<file path="config.mk">
export PLATFORM = sky130hd
export DESIGN_NAME = nfcProgramPage
export DESIGN_NICKNAME = d
export VERILOG_FILES = /design/src/hdl/nfcProgramPkg.sv /design/src/hdl/nfcProgramPage.sv /design/src/hdl/cycleRequestBuilder.sv /design/src/hdl/pageProgramSequencer.sv
export VERILOG_INCLUDE_DIRS = /design/src /design/src/hdl
export SDC_FILE = /design/constraint.sdc
export NUM_CORES = 1
export LEC_CHECK = 0
export ABC_AREA = 0
export BUFFER_PORTS_ARGS = -buffer_cell sky130_fd_sc_hd__buf_4
export CAP_MARGIN = 0
export CORE_MARGIN = 3
export CORE_UTILIZATION = 30
export CTS_CLUSTER_DIAMETER = 30
export CTS_CLUSTER_SIZE = 25
export DETAILED_ROUTE_END_ITERATION = 8
export HOLD_SLACK_MARGIN = 0.02
export SKIP_LAST_GASP = 1
export SYNTH_ARGS = -nofsm -noshare
export SYNTH_HDL_FRONTEND = slang
export SYNTH_SLANG_ARGS = --single-unit
export TNS_END_PERCENT = 50
</file>
<file path="constraint.sdc">
create_clock -name iSystemClock -period 3.7 [get_ports iSystemClock]
set_input_delay 0.185 -clock iSystemClock [delete_from_list [all_inputs] [get_ports iSystemClock]]
set_output_delay 0.185 -clock iSystemClock [all_outputs]
set_load 0.01 [all_outputs]
</file>
<file path="src/hdl/nfc_defines.svh">
`ifndef NFC_DEFINES_SVH
`define NFC_DEFINES_SVH

// flash ways, one mask bit each
`define WAY_COUNT 4

// command interface fields
`define OPCODE_W 6
`define PROGRAM_PAGE_OPCODE 6'b000011
`define OPTION_W 5
`define LEN_W 16

// page address widths
`define COL_W 16
`define ROW_W 24

// primitive engine interface
`define CA_W 40
`define PRIM_W 8
`define STEP_CMD_ADDR 3
`define STEP_DATA_OUT 2

// five address cycles, count minus one as the engine expects
`define ADDR_CYCLES_M1 4

`endif
</file>
<file path="src/hdl/nfcProgramPkg.sv">
`default_nettype none

`include "nfc_defines.svh"

package nfcProgramPkg;

    // sequencer states, shared with the request builder
    typedef enum logic [2:0] {
        idle         = 3'd0,
        latch        = 3'd1,
        cmdIssue     = 3'd2,
        addrIssue    = 3'd3,
        dataIssue    = 3'd4,
        confirmIssue = 3'd5,
        finish       = 3'd6
    } progState_t;

    // flash command bytes used by page program
    typedef enum logic [7:0] {
        setupProgram      = 8'h80,
        confirmProgram    = 8'h10,
        confirmMultiplane = 8'h11,
        confirmCache      = 8'h15
    } nandCmdCode_t;

    // incoming page command
    typedef struct packed {
        logic [`OPCODE_W-1:0]  opcode;
        logic [`OPTION_W-1:0]  option;
        logic [`LEN_W-1:0]     length;
        logic [`WAY_COUNT-1:0] wayMask;
        logic [`COL_W-1:0]     colAddress;
        logic [`ROW_W-1:0]     rowAddress;
    } pageCommand_t;

    // request to the primitive engine
    typedef struct packed {
        logic [`PRIM_W-1:0]    stepSelect;
        logic [`WAY_COUNT-1:0] wayMask;
        logic [`LEN_W-1:0]     numOfData;
        logic                  caSelect;
        logic [`CA_W-1:0]      caData;
    } primRequest_t;

endpackage

`default_nettype wire

</file>
<file path="src/hdl/nfcProgramPage.sv">
`timescale 1ns/1ps
`default_nettype none

`include "nfc_defines.svh"

module nfcProgramPage
    import nfcProgramPkg::*;
(
    input  logic               iSystemClock,
    input  logic               rstN,
    input  logic               cmdValid,
    input  pageCommand_t       cmd,
    input  logic [`PRIM_W-1:0] primDone,
    output logic               cmdReady,
    output logic               start,
    output logic               lastStep,
    output primRequest_t       request
);

    // sequencer to builder
    progState_t   nextState;
    pageCommand_t latchedCmd;

    pageProgramSequencer sequencer (
        .iSystemClock (iSystemClock),
        .rstN         (rstN),
        .cmdValid     (cmdValid),
        .cmd          (cmd),
        .primDone     (primDone),
        .cmdReady     (cmdReady),
        .start        (start),
        .lastStep     (lastStep),
        .nextState    (nextState),
        .latchedCmd   (latchedCmd)
    );

    // request registered from the state being entered
    cycleRequestBuilder builder (
        .iSystemClock (iSystemClock),
        .rstN         (rstN),
        .nextState    (nextState),
        .latchedCmd   (latchedCmd),
        .request      (request)
    );

endmodule

`default_nettype wire

</file>
<file path="src/hdl/cycleRequestBuilder.sv">
`timescale 1ns/1ps
`default_nettype none

`include "nfc_defines.svh"

module cycleRequestBuilder
    import nfcProgramPkg::*;
(
    input  logic         iSystemClock,
    input  logic         rstN,
    input  progState_t   nextState,
    input  pageCommand_t latchedCmd,
    output primRequest_t request
);

    localparam logic [`PRIM_W-1:0] CmdAddrStep = `PRIM_W'(1) << `STEP_CMD_ADDR;
    localparam logic [`PRIM_W-1:0] DataOutStep = `PRIM_W'(1) << `STEP_DATA_OUT;
    localparam logic [`LEN_W-1:0]  AddrCyclesM1 = `ADDR_CYCLES_M1;

    nandCmdCode_t          confirmCode;
    logic [`CA_W-1:0]      addrCycles;
    logic                  stepActive;

    // low option bits pick the confirm byte
    always_comb begin
        case (latchedCmd.option[1:0])
            2'b01:   confirmCode = confirmCache;
            2'b10:   confirmCode = confirmMultiplane;
            default: confirmCode = confirmProgram;
        endcase
    end

    // address bytes in flash cycle order, low byte first
    assign addrCycles = {latchedCmd.colAddress[7:0],
                         latchedCmd.colAddress[15:8],
                         latchedCmd.rowAddress[7:0],
                         latchedCmd.rowAddress[15:8],
                         latchedCmd.rowAddress[23:16]};

    assign stepActive = (nextState == cmdIssue) || (nextState == addrIssue) ||
                        (nextState == dataIssue) || (nextState == confirmIssue);

    always_ff @(posedge iSystemClock) begin
        if (!rstN) begin
            request.stepSelect <= '0;
            request.wayMask    <= '0;
            request.numOfData  <= '0;
            request.caSelect   <= 1'b1;
            request.caData     <= '0;
        end else begin
            // way mask stays put between commands
            if (stepActive) begin
                request.wayMask <= latchedCmd.wayMask;
            end
            case (nextState)
                cmdIssue: begin
                    request.stepSelect <= CmdAddrStep;
                    request.numOfData  <= '0;
                    request.caSelect   <= 1'b1;
                    request.caData     <= {setupProgram, {(`CA_W-8){1'b0}}};
                end
                addrIssue: begin
                    request.stepSelect <= CmdAddrStep;
                    request.numOfData  <= AddrCyclesM1;
                    request.caSelect   <= 1'b0;
                    request.caData     <= addrCycles;
                end
                dataIssue: begin
                    request.stepSelect <= DataOutStep;
                    request.numOfData  <= latchedCmd.length;
                    request.caSelect   <= 1'b0;
                    request.caData     <= '0;
                end
                confirmIssue: begin
                    request.stepSelect <= CmdAddrStep;
                    request.numOfData  <= '0;
                    request.caSelect   <= 1'b1;
                    request.caData     <= {confirmCode, {(`CA_W-8){1'b0}}};
                end
                default: begin
                    // idle, latch and finish issue nothing
                    request.stepSelect <= '0;
                    request.numOfData  <= '0;
                    request.caSelect   <= 1'b1;
                    request.caData     <= '0;
                end
            endcase
        end
    end

endmodule

`default_nettype wire

</file>
<file path="src/hdl/pageProgramSequencer.sv">
`timescale 1ns/1ps
`default_nettype none

`include "nfc_defines.svh"

module pageProgramSequencer
    import nfcProgramPkg::*;
(
    input  logic               iSystemClock,
    input  logic               rstN,
    input  logic               cmdValid,
    input  pageCommand_t       cmd,
    input  logic [`PRIM_W-1:0] primDone,
    output logic               cmdReady,
    output logic               start,
    output logic               lastStep,
    output progState_t         nextState,
    output pageCommand_t       latchedCmd
);

    progState_t state;
    logic       accept;
    logic       cmdAddrDone;
    logic       dataOutDone;

    // opcode match, independent of state
    assign start = cmdValid && (cmd.opcode == `PROGRAM_PAGE_OPCODE);

    // only taken while waiting in idle
    assign accept = (state == idle) && start;

    // engine completion pulses per step type
    assign cmdAddrDone = primDone[`STEP_CMD_ADDR];
    assign dataOutDone = primDone[`STEP_DATA_OUT];

    always_ff @(posedge iSystemClock) begin
        if (!rstN) begin
            state <= idle;
        end else begin
            state <= nextState;
        end
    end

    always_comb begin
        nextState = state;
        case (state)
            idle: begin
                if (accept) begin
                    nextState = latch;
                end
            end
            latch: begin
                nextState = cmdIssue;
            end
            cmdIssue: begin
                if (cmdAddrDone) begin
                    nextState = addrIssue;
                end
            end
            addrIssue: begin
                if (cmdAddrDone) begin
                    nextState = dataIssue;
                end
            end
            dataIssue: begin
                if (dataOutDone) begin
                    nextState = confirmIssue;
                end
            end
            confirmIssue: begin
                // confirm done, one finish cycle follows
                if (cmdAddrDone) begin
                    nextState = finish;
                end
            end
            finish: begin
                nextState = idle;
            end
            default: begin
                nextState = idle;
            end
        endcase
    end

    // descriptor held for the whole program
    always_ff @(posedge iSystemClock) begin
        if (accept) begin
            latchedCmd <= cmd;
        end
    end

    // status decoded straight from the state register
    assign cmdReady = (state == idle);
    assign lastStep = (state == finish);

endmodule

`default_nettype wire

</file>
# [Yosys cells after proc, flatten, opt, wreduce, memory -nomap -nowiden]
# Index checks and enable logic that the tools add are counted.
[op_classes] n_reduce_logical=7 eq_ne=13 mux=9
[ops] cell="57-bit case mux with 4 select lines" n=1
[ops] cell="3-bit case mux with 6 select lines" n=1
[ops] cell="3-bit equality test, second input constant" n=5
[ops] cell="3-bit 2-to-1 mux" n=5
[ops] cell="3-bit by 2-bit equality test with 1-bit output, second input constant" n=4
[ops] cell="4-bit case mux with 2 select lines" n=1
[ops] cell="6-bit by 2-bit equality test with 1-bit output, second input constant" n=1
[ops] cell="3-bit case mux with 2 select lines" n=1
[ops] cell="3-bit by 1-bit equality test with 1-bit output, second input constant" n=1
[ops] cell="3-bit logical NOT" n=1
[ops] cell="1-bit logical OR" n=3
[ops] cell="3-bit OR reduction" n=1
[ops] cell="2-bit by 1-bit equality test with 1-bit output, second input constant" n=1
[ops] cell="2-bit equality test, second input constant" n=1
[ops] cell="1-bit logical AND" n=2
[totals] reg_bits=134

# [Logic depth before layout (Yosys ltp)]
# Gate-level depths: netlist of the first run.
[logic_depth] word_depth=9 ltp_mapped=6 mapped_depth_nobuf=5

# [Cells and area by module]
# Synthesis of the first run repeated with hierarchy kept, for this count alone.
[unflattened] cells_unflattened=261 hier_area_um2=4329.2
[modules_own_cells] mod="pageProgramSequencer" instances=1 cells_per_inst=95 seq_area_each_um2=2192.1 area_per_inst_um2=2358.5
[modules_own_cells] mod="cycleRequestBuilder" instances=1 cells_per_inst=166 seq_area_each_um2=1261.2 area_per_inst_um2=1970.6

# [Least setup slack after synthesis of the first run]
# Ideal clock, no wire load.
[synth_path] path_kind="flip-flop to flip-flop" from="register sequencer.state[0]" to="register, netlist name builder.request[48]" arrival_ns=3.493 period_less_slack_ns=3.606 stages_incl_launch_ff=6 setup_ns=0.113 path_buffers=1 slack_ns=0.094 required_time_ns=3.587 cell_sequence="dfxtp_1 or3_1 nor4_4 nor4_4 buf_6 and2_4"
[synth_via] elab_chain_len=6 elab_cells_between_ends=18 cone_classes="9 x eq/ne; 7 x mux; 2 x reduce/logical"
[synth_lines] element="from (decl)" line="pageProgramSequencer.sv:21" rtl="progState_t state;"
[synth_lines] element="from (signal assigned)" line="pageProgramSequencer.sv:38" rtl="state <= idle;"
[synth_lines] element="from (signal assigned)" line="pageProgramSequencer.sv:40" rtl="state <= nextState;"
[synth_lines] element="3-bit logical NOT (*)" line="pageProgramSequencer.sv:30" rtl="assign accept = (state == idle) && start;"
[synth_lines] element="1-bit logical AND (*)" line="pageProgramSequencer.sv:30"
[synth_lines] element="via sequencer.accept" line="pageProgramSequencer.sv:22" rtl="logic accept;"
[synth_lines] element="3-bit 2-to-1 mux (*)" line="pageProgramSequencer.sv:48" rtl="if (accept) begin"
[synth_lines] element="3-bit case mux with 6 select lines (*)" line="pageProgramSequencer.sv:46" rtl="case (state)"
[synth_lines] element="3-bit equality test or 3-bit by 2-bit equality test with 1-bit output (tied branches)" line="cycleRequestBuilder.sv:55" rtl="case (nextState)"
[synth_lines] element="57-bit case mux with 4 select lines (*)" line="cycleRequestBuilder.sv:55"
# Mark *: on every way through the listed nets, which the timed path passes. The rest lies on a longest branch.
# A chain may end at the register's enable or synchronous reset.

# [Worst setup path in the final report of the first run]
[layout_path] from="register sequencer.state[1]" to="register, netlist name builder.request[50]"
[layout_via] elab_chain_len=6 elab_cells_between_ends=18 cone_classes="9 x eq/ne; 7 x mux; 2 x reduce/logical"
[layout_lines] element="3-bit logical NOT" line="pageProgramSequencer.sv:30, pageProgramSequencer.sv:46"
[layout_lines] element="1-bit logical AND" line="pageProgramSequencer.sv:30"
[layout_lines] element="3-bit 2-to-1 mux" line="pageProgramSequencer.sv:48"
[layout_lines] element="3-bit case mux with 6 select lines (*)" line="pageProgramSequencer.sv:46"
[layout_lines] element="3-bit equality test or 3-bit by 2-bit equality test with 1-bit output (tied branches)" line="cycleRequestBuilder.sv:55"
[layout_lines] element="57-bit case mux with 4 select lines (*)" line="cycleRequestBuilder.sv:55"
# Every way passes the cells marked *; elsewhere a longest branch is shown, timed or not.

==> flow_summary.ini, run 1 <==
[clocking]
cts_sinks = 128
cts_buffer_depth = 2
numCtsBuffers = 17
clkSlewWorstSetupHoldPaths_ns = 0.05
ctsResizeCount = 0
htreeDepth = 4
clock_latency_ns = 0.41
cts_tree = yes
cts-root-buf = clkbuf_16

[pwr]
switchingPower_uw = 581
p_comb_frac = 0.041
total_power_mw = 3.15
power_density_nw_per_um2 = 491
cellLeakagePower_nw = 2.81
pwr-share-clk = 0.486
switching_share = 0.184
sequentialPowerShare = 0.473
vdd_ir_drop_max_v = 0.000320
p_int_mw = 2.57

[yosys]
ys_warn_count = 0
synth_area_um2 = 4070
syn_avg_cell_area_um2 = 16.0
synthCells = 255
synth_seq_cells = 128
synth_top_area_cell = edfxtp_1
synth_top_cell_area_share = 0.458
yosysUniqueCellTypes = 38
ys_seq_area_frac = 0.783
synth_area_leaders = edfxtp_1, dfxtp_1, and3_1, and2_4, and2_2

[run_status]
outcome = complete, no violations

[sta]
rsz0062_at_grt = no
slew_headroom = 0.422
setup_viol = 0
finalSetupTns_ns = 0
fin_crit_ns = 2.39
finalCritPeriodShare = 0.645
worst_hold_slack_ns = 0.176
drv_slew = 0
worst_slew_pin_slew_ns = 0.860
fin_skew_ns = 0.0110
hold_viol = 0
max_freq_mhz = 419

[floorplan]
die_h_um = 122
core_um2 = 12900
die_x_um = 122
rows = 41
start_util = 0.315
die_area_um2 = 15000
io_pins = 154

[hold_path]
hold_depth = 3
min_path_type = input pin to flop
worstHoldEndpoint = builder.request[60]$_SDFFE_PN0P_
min-delay-start = rstN

[critical_path]
cp.arrival_ns = 2.73
path_class = flop to flop
r2r_end = builder.request[50]$_SDFF_PN0_
rrSetupSlack_ns = 1.31
r2r_cells = 5
path_max_fanout = 41
cp.required_ns = 4.04
worstReg2RegStart = sequencer.state[1]$_SDFF_PN0_
critical_path.startpoint = sequencer.state[1]$_SDFF_PN0_
crit_path_start_kind = flop
endpoint_kind = flop

[final_layout]
n_fill_cell = 1120
drive_gt1_frac = 0.397
n_antenna_cell = 0
syn2layout_area_growth_pct = 57.9
final_common_cell = buf_4
layout.cells.most_common_list = buf_4, dfxtp_1, dlygate4sd3_1, edfxtp_1, and3_1
finalNetCount = 546

[global_route]
gr-total-overflow = 0
grt_pass1_wl_um = 13800
grt_max_degree = 65
antenna_found_initial = 0
gr-usage-all-layers = 0.124
grt_pass1_vias = 2798

[run]
maxCapViolations = 0

[detailed_routing]
first_iter_violations = 120
vias = 2681
postRouteAntennaNets = 0
firstDrtPassIters = 4
wl_um = 8900
drc = 0
drt-wirelength-per-cell_um = 13.7
viasPerCell = 4.14

[placement]
gp_congestion = 0.701
place.port_buffers = 138
dp_hpwl_um = 5460
-- layer usage --
| layer | global-route usage | part of all wire | routed length, um |
|---|---|---|---|
| met5 | 0 | 0 | 0 |
| met4 | 0.0546 | 0.012 | 111 |
| met3 | 0.0553 | 0.079 | 700 |
| met2 | 0.212 | 0.51 | 4540 |
| met1 | 0.132 | 0.40 | 3540 |
-- power by group through the flow --
stage	Clock [mW]	Combinational, mW	Sequential, mW
floorplan	0	0.0175	1.52
global placement	0	0.0726	1.52
detailed placement	0	0.0743	1.52
CTS	1.58	0.128	1.49
global route	1.64	0.138	1.49
finish	1.53	0.128	1.49
-- worst max-delay path by stage --
| stage | endpoint | depth (start not counted) |
|---|---|---|
| floorplan | builder.request[48]$_SDFF_PN0_ | 5 |
| global placement | builder.request[42]$_SDFF_PN0_ | 5 |
| detailed placement | builder.request[56]$_SDFF_PN0_ | 5 |
| CTS | builder.request[56]$_SDFF_PN0_ | 5 |
| global route | builder.request[56]$_SDFF_PN0_ | 5 |
| finish | builder.request[50]$_SDFF_PN0_ | 5 |
-- cells in the mapped netlist --
cell type and instances:
nor2b_1 1, nor3b_1 1, o2111a_1 1, xor2_1 2, nor2_2 1, o21bai_1 1, a21o_1 1, nand2b_1 1
o2bb2ai_1 1, ha_1 1, nor4bb_1 1, or3_1 1, dfxtp_1 66, and2_4 8, and4b_1 1, buf_6 4
inv_1 5, o21a_1 1, and3_1 37, or4b_4 1, nor4_4 2, nand3_1 3, o22a_1 1, and2_2 7
mux2i_1 5, buf_4 7, o31ai_1 2, clkbuf_1 8, a211o_1 1, conb_1 1, nor3_1 1, and2_1 1
a21oi_1 3, nor2_1 10, nor2b_4 1, edfxtp_1 62, and4bb_1 1, nand2_1 3
-- registers in the layout, summed over array words and instances, names as in the netlist --
signal and cells:
sequencer.state 3, builder.request 63, sequencer.latchedCmd 62
-- cell type report --
class / instances / area (um2) / share of cell area
inverters: 5 / 18.8 / 0.00292
well taps: 172 / 215 / 0.0335
repair buffers: 203 / 1690 / 0.263
multi-input cells: 108 / 757 / 0.118
flip-flops and latches: 128 / 3180 / 0.496
clock buffers: 25 / 495 / 0.0772
clock inverters: 7 / 60.1 / 0.00935
-- worst max-delay path, cell delays in order (launching register included) --
cell,delay [ns]
dfxtp_1,0.54
and4bb_1,0.26
a211o_1,0.23
buf_4,0.26
nor4_4,0.76
and2_4,0.26
-- metrics by stage --
stage | std cells | worst slack [ns] | utilization | area (um2)
after floorplan | 260 | 0.0941 | - | 4090
after global placement | 554 | 1.29 | 0.406 | 5250
final | 648 | 1.31 | 0.497 | 6420
after global routing | 648 | 1.07 | 0.497 | 6420
after CTS | 648 | 1.21 | 0.497 | 6420
after detailed placement | 554 | 1.22 | 0.406 | 5250
-- cells by family (layout without fill, tap and decap cells) --
group / after synthesis / after routing / synth area share
buf+inv: 24 / 240 / 0.0360
xor+xnor: 2 / 2 / 0.00431
fa+ha+maj: 1 / 1 / 0.00308
other cells: 1 / 6 / 0.000922
simple gates: 82 / 82 / 0.139
flops: 128 / 128 / 0.783
mux: 5 / 5 / 0.0123
compound gates: 12 / 12 / 0.0221
-- what timing repair did --
action | CTS | global route
setup buffers | 0 | 0
hold endpoints to repair | 62 | 0
hold buffers | 62 | 0
No activity file was read; power rests on OpenSTA's default activity.
==> inputs of run 2 (changes only) <==
==> constraint.sdc (replaced) <==
create_clock -name iSystemClock -period 2 [get_ports iSystemClock]
set_input_delay 0.1 -clock iSystemClock [delete_from_list [all_inputs] [get_ports iSystemClock]]
set_output_delay 0.1 -clock iSystemClock [all_outputs]
set_load 0.01 [all_outputs]
==> run 2 against run 1 <==
  * Critical path type unchanged
  * Die area is the same
  * Maximum frequency grew 25%
  * Flip-flop and latch count is the same
  * Largest cell class unchanged
  * Sequential share of layout area shrank 1.0 points
  * Setup slack lost 1.2 ns
  * Largest power group unchanged
  * Register-to-register slack lost 1.2 ns
  * Clock-buffer cell count shrank 5
  * Hold slack lost 0.087 ns
  * Non-clock buffer count grew 10
  * Clock power grew 99%
==> flow_summary.ini, run 2 (same netlist as run 1, synthesis figures left out) <==
[final_layout]
layout.cells.most_common_list = buf_4, dfxtp_1, dlygate4sd3_1, edfxtp_1, and3_1
final_common_cell = buf_4
n_antenna_cell = 0
register_area_um2 = 3180
largest_reg_flops = 63
syn2layout_area_growth_pct = 61.2
multiInputGateArea_um2 = 762
top_regs = builder.request (63), sequencer.latchedCmd (62), sequencer.state (3)
finalNetCount = 556
drive_gt1_frac = 0.416
n_fill_cell = 1127
largest-register = builder.request
fin_util = 0.507

[sta]
max_freq_mhz = 526
worst_slew_pin_slew_ns = 0.556
hold_viol = 0
rsz0062_at_grt = no
fin_skew_ns = 0.00897
finalCritPeriodShare = 0.951
setup_viol = 0
fin_ws_ns = 0.0971
fin_crit_ns = 1.90
drv_slew = 0
slew_headroom = 0.630

[hold_path]
min_path_type = input pin to flop

[clocking]
htreeDepth = 4
clkSlewWorstSetupHoldPaths_ns = 0.05
cts_sinks = 128
cts-root-buf = clkbuf_16
cts_buffer_depth = 2
clock_latency_ns = 0.41
numCtsBuffers = 17
cts_tree = yes

[detailed_routing]
vias = 2710
postRouteAntennaNets = 0
wl_um = 9170
first_iter_violations = 109
drc = 0
firstDrtPassIters = 5
viasPerCell = 4.12
drt-wirelength-per-cell_um = 13.9

[floorplan]
io_pins = 154
rows = 41
die_h_um = 122
core_um2 = 12900
start_util = 0.315
die_area_um2 = 15000
die_x_um = 122

[critical_path]
path_max_fanout = 18
cp.required_ns = 2.30
crit_path_start_kind = flop
cp.arrival_ns = 2.20
endpoint_kind = flop
path_class = flop to flop

[global_route]
grt_pass1_wl_um = 13800
grt_max_degree = 42
gr-total-overflow = 0
grt_pass1_vias = 2789
antenna_found_initial = 0
gr-usage-all-layers = 0.124

[run]
maxCapViolations = 0

[placement]
dp_hpwl_um = 5680
pre_cts_ws_ns = -0.0369
place.port_buffers = 138
gp_congestion = 0.743

[pwr]
cellLeakagePower_nw = 2.88
power_density_nw_per_um2 = 922
vdd_ir_drop_max_v = 0.000732

[run_status]
outcome = complete, no violations
run 2: cell types whose count changed in the layout (fill, tap and decap cells not counted), sizes merged:
cell      previous run  this run
buf                141       150
clkbuf              25        21
bufinv               1         3
clkinvlp             0         2
inv                  5         6
run 2: metrics by stage:
| stage | TNS, ns | hold slack, ns | total power [mW] | std cells | area, um2 |
|---|---|---|---|---|---|
| 2_1_floorplan | -118.54 | 0.199 | 2.85 | 260 | 4090 |
| 3_3_place_gp | 0 | 0.278 | 2.95 | 558 | 5280 |
| 3_5_place_dp | -0.436 | 0.279 | 2.95 | 558 | 5280 |
| 4_1_cts | -0.319 | 0.0611 | 6.14 | 653 | 6510 |
| 5_1_grt | 0 | 0.0930 | 6.28 | 658 | 6560 |
| 6_report | 0 | 0.0887 | 6.05 | 658 | 6560 |
run 2: worst paths after layout:
path / to / slack, ns / from / cells after the start
setup / recovery: builder.request[43]$_SDFF_PN0_ / 0.1 / sequencer.state[2]$_SDFF_PN0_ / 6
hold / removal: builder.request[64]$_SDFF_PN0_ / 0.09 / rstN / 3
setup reg to reg: builder.request[43]$_SDFF_PN0_ / 0.1 / sequencer.state[2]$_SDFF_PN0_ / 6
hold reg to reg: builder.request[44]$_SDFF_PN0_ / 0.45 / sequencer.latchedCmd[47]$_DFFE_PP_ / 1
run 2: timing repair:
action,CTS,global route
gates resized for setup,0,1
hold endpoints to repair,62,0
setup endpoints to repair,16,17
buffers inserted,1,3
gates cloned,0,2
hold buffers,62,0
pin swaps,1,1
run 2: power breakdown:
part           internal, mW  switching [mW]
logic                 0.174          0.0634
clock network          1.97            1.08
registers              2.76         0.00248
total                  4.90            1.14
run 2: metal layers:
| metal | vias up | GRT usage | part of all wire |
|---|---|---|---|
| met5 | - | 0 | 0 |
| met2 | 101 | 0.206 | 0.51 |
| met3 | 11 | 0.0594 | 0.073 |
| li1 | 1331 | - | - |
| met1 | 1267 | 0.135 | 0.40 |
| met4 | 0 | 0.0539 | 0.017 |
run 2: worst max-delay path: stages, from the launching register on:
cell and delay, ns:
dfxtp_1 0.38, or3_4 0.43, nor4_4 0.35, clkbuf_16 0.22, nor4_4 0.05, buf_12 0.16
o22a_1 0.20
run 2: final cells by class:
type,count,area share
Sequential cell,128,0.486
Timing Repair Buffer,213,0.273
Multi-Input combinational cell,108,0.116
Clock buffer,20,0.0681
Tap cell,172,0.0328
Clock inverter,12,0.0214
Inverter,5,0.00286
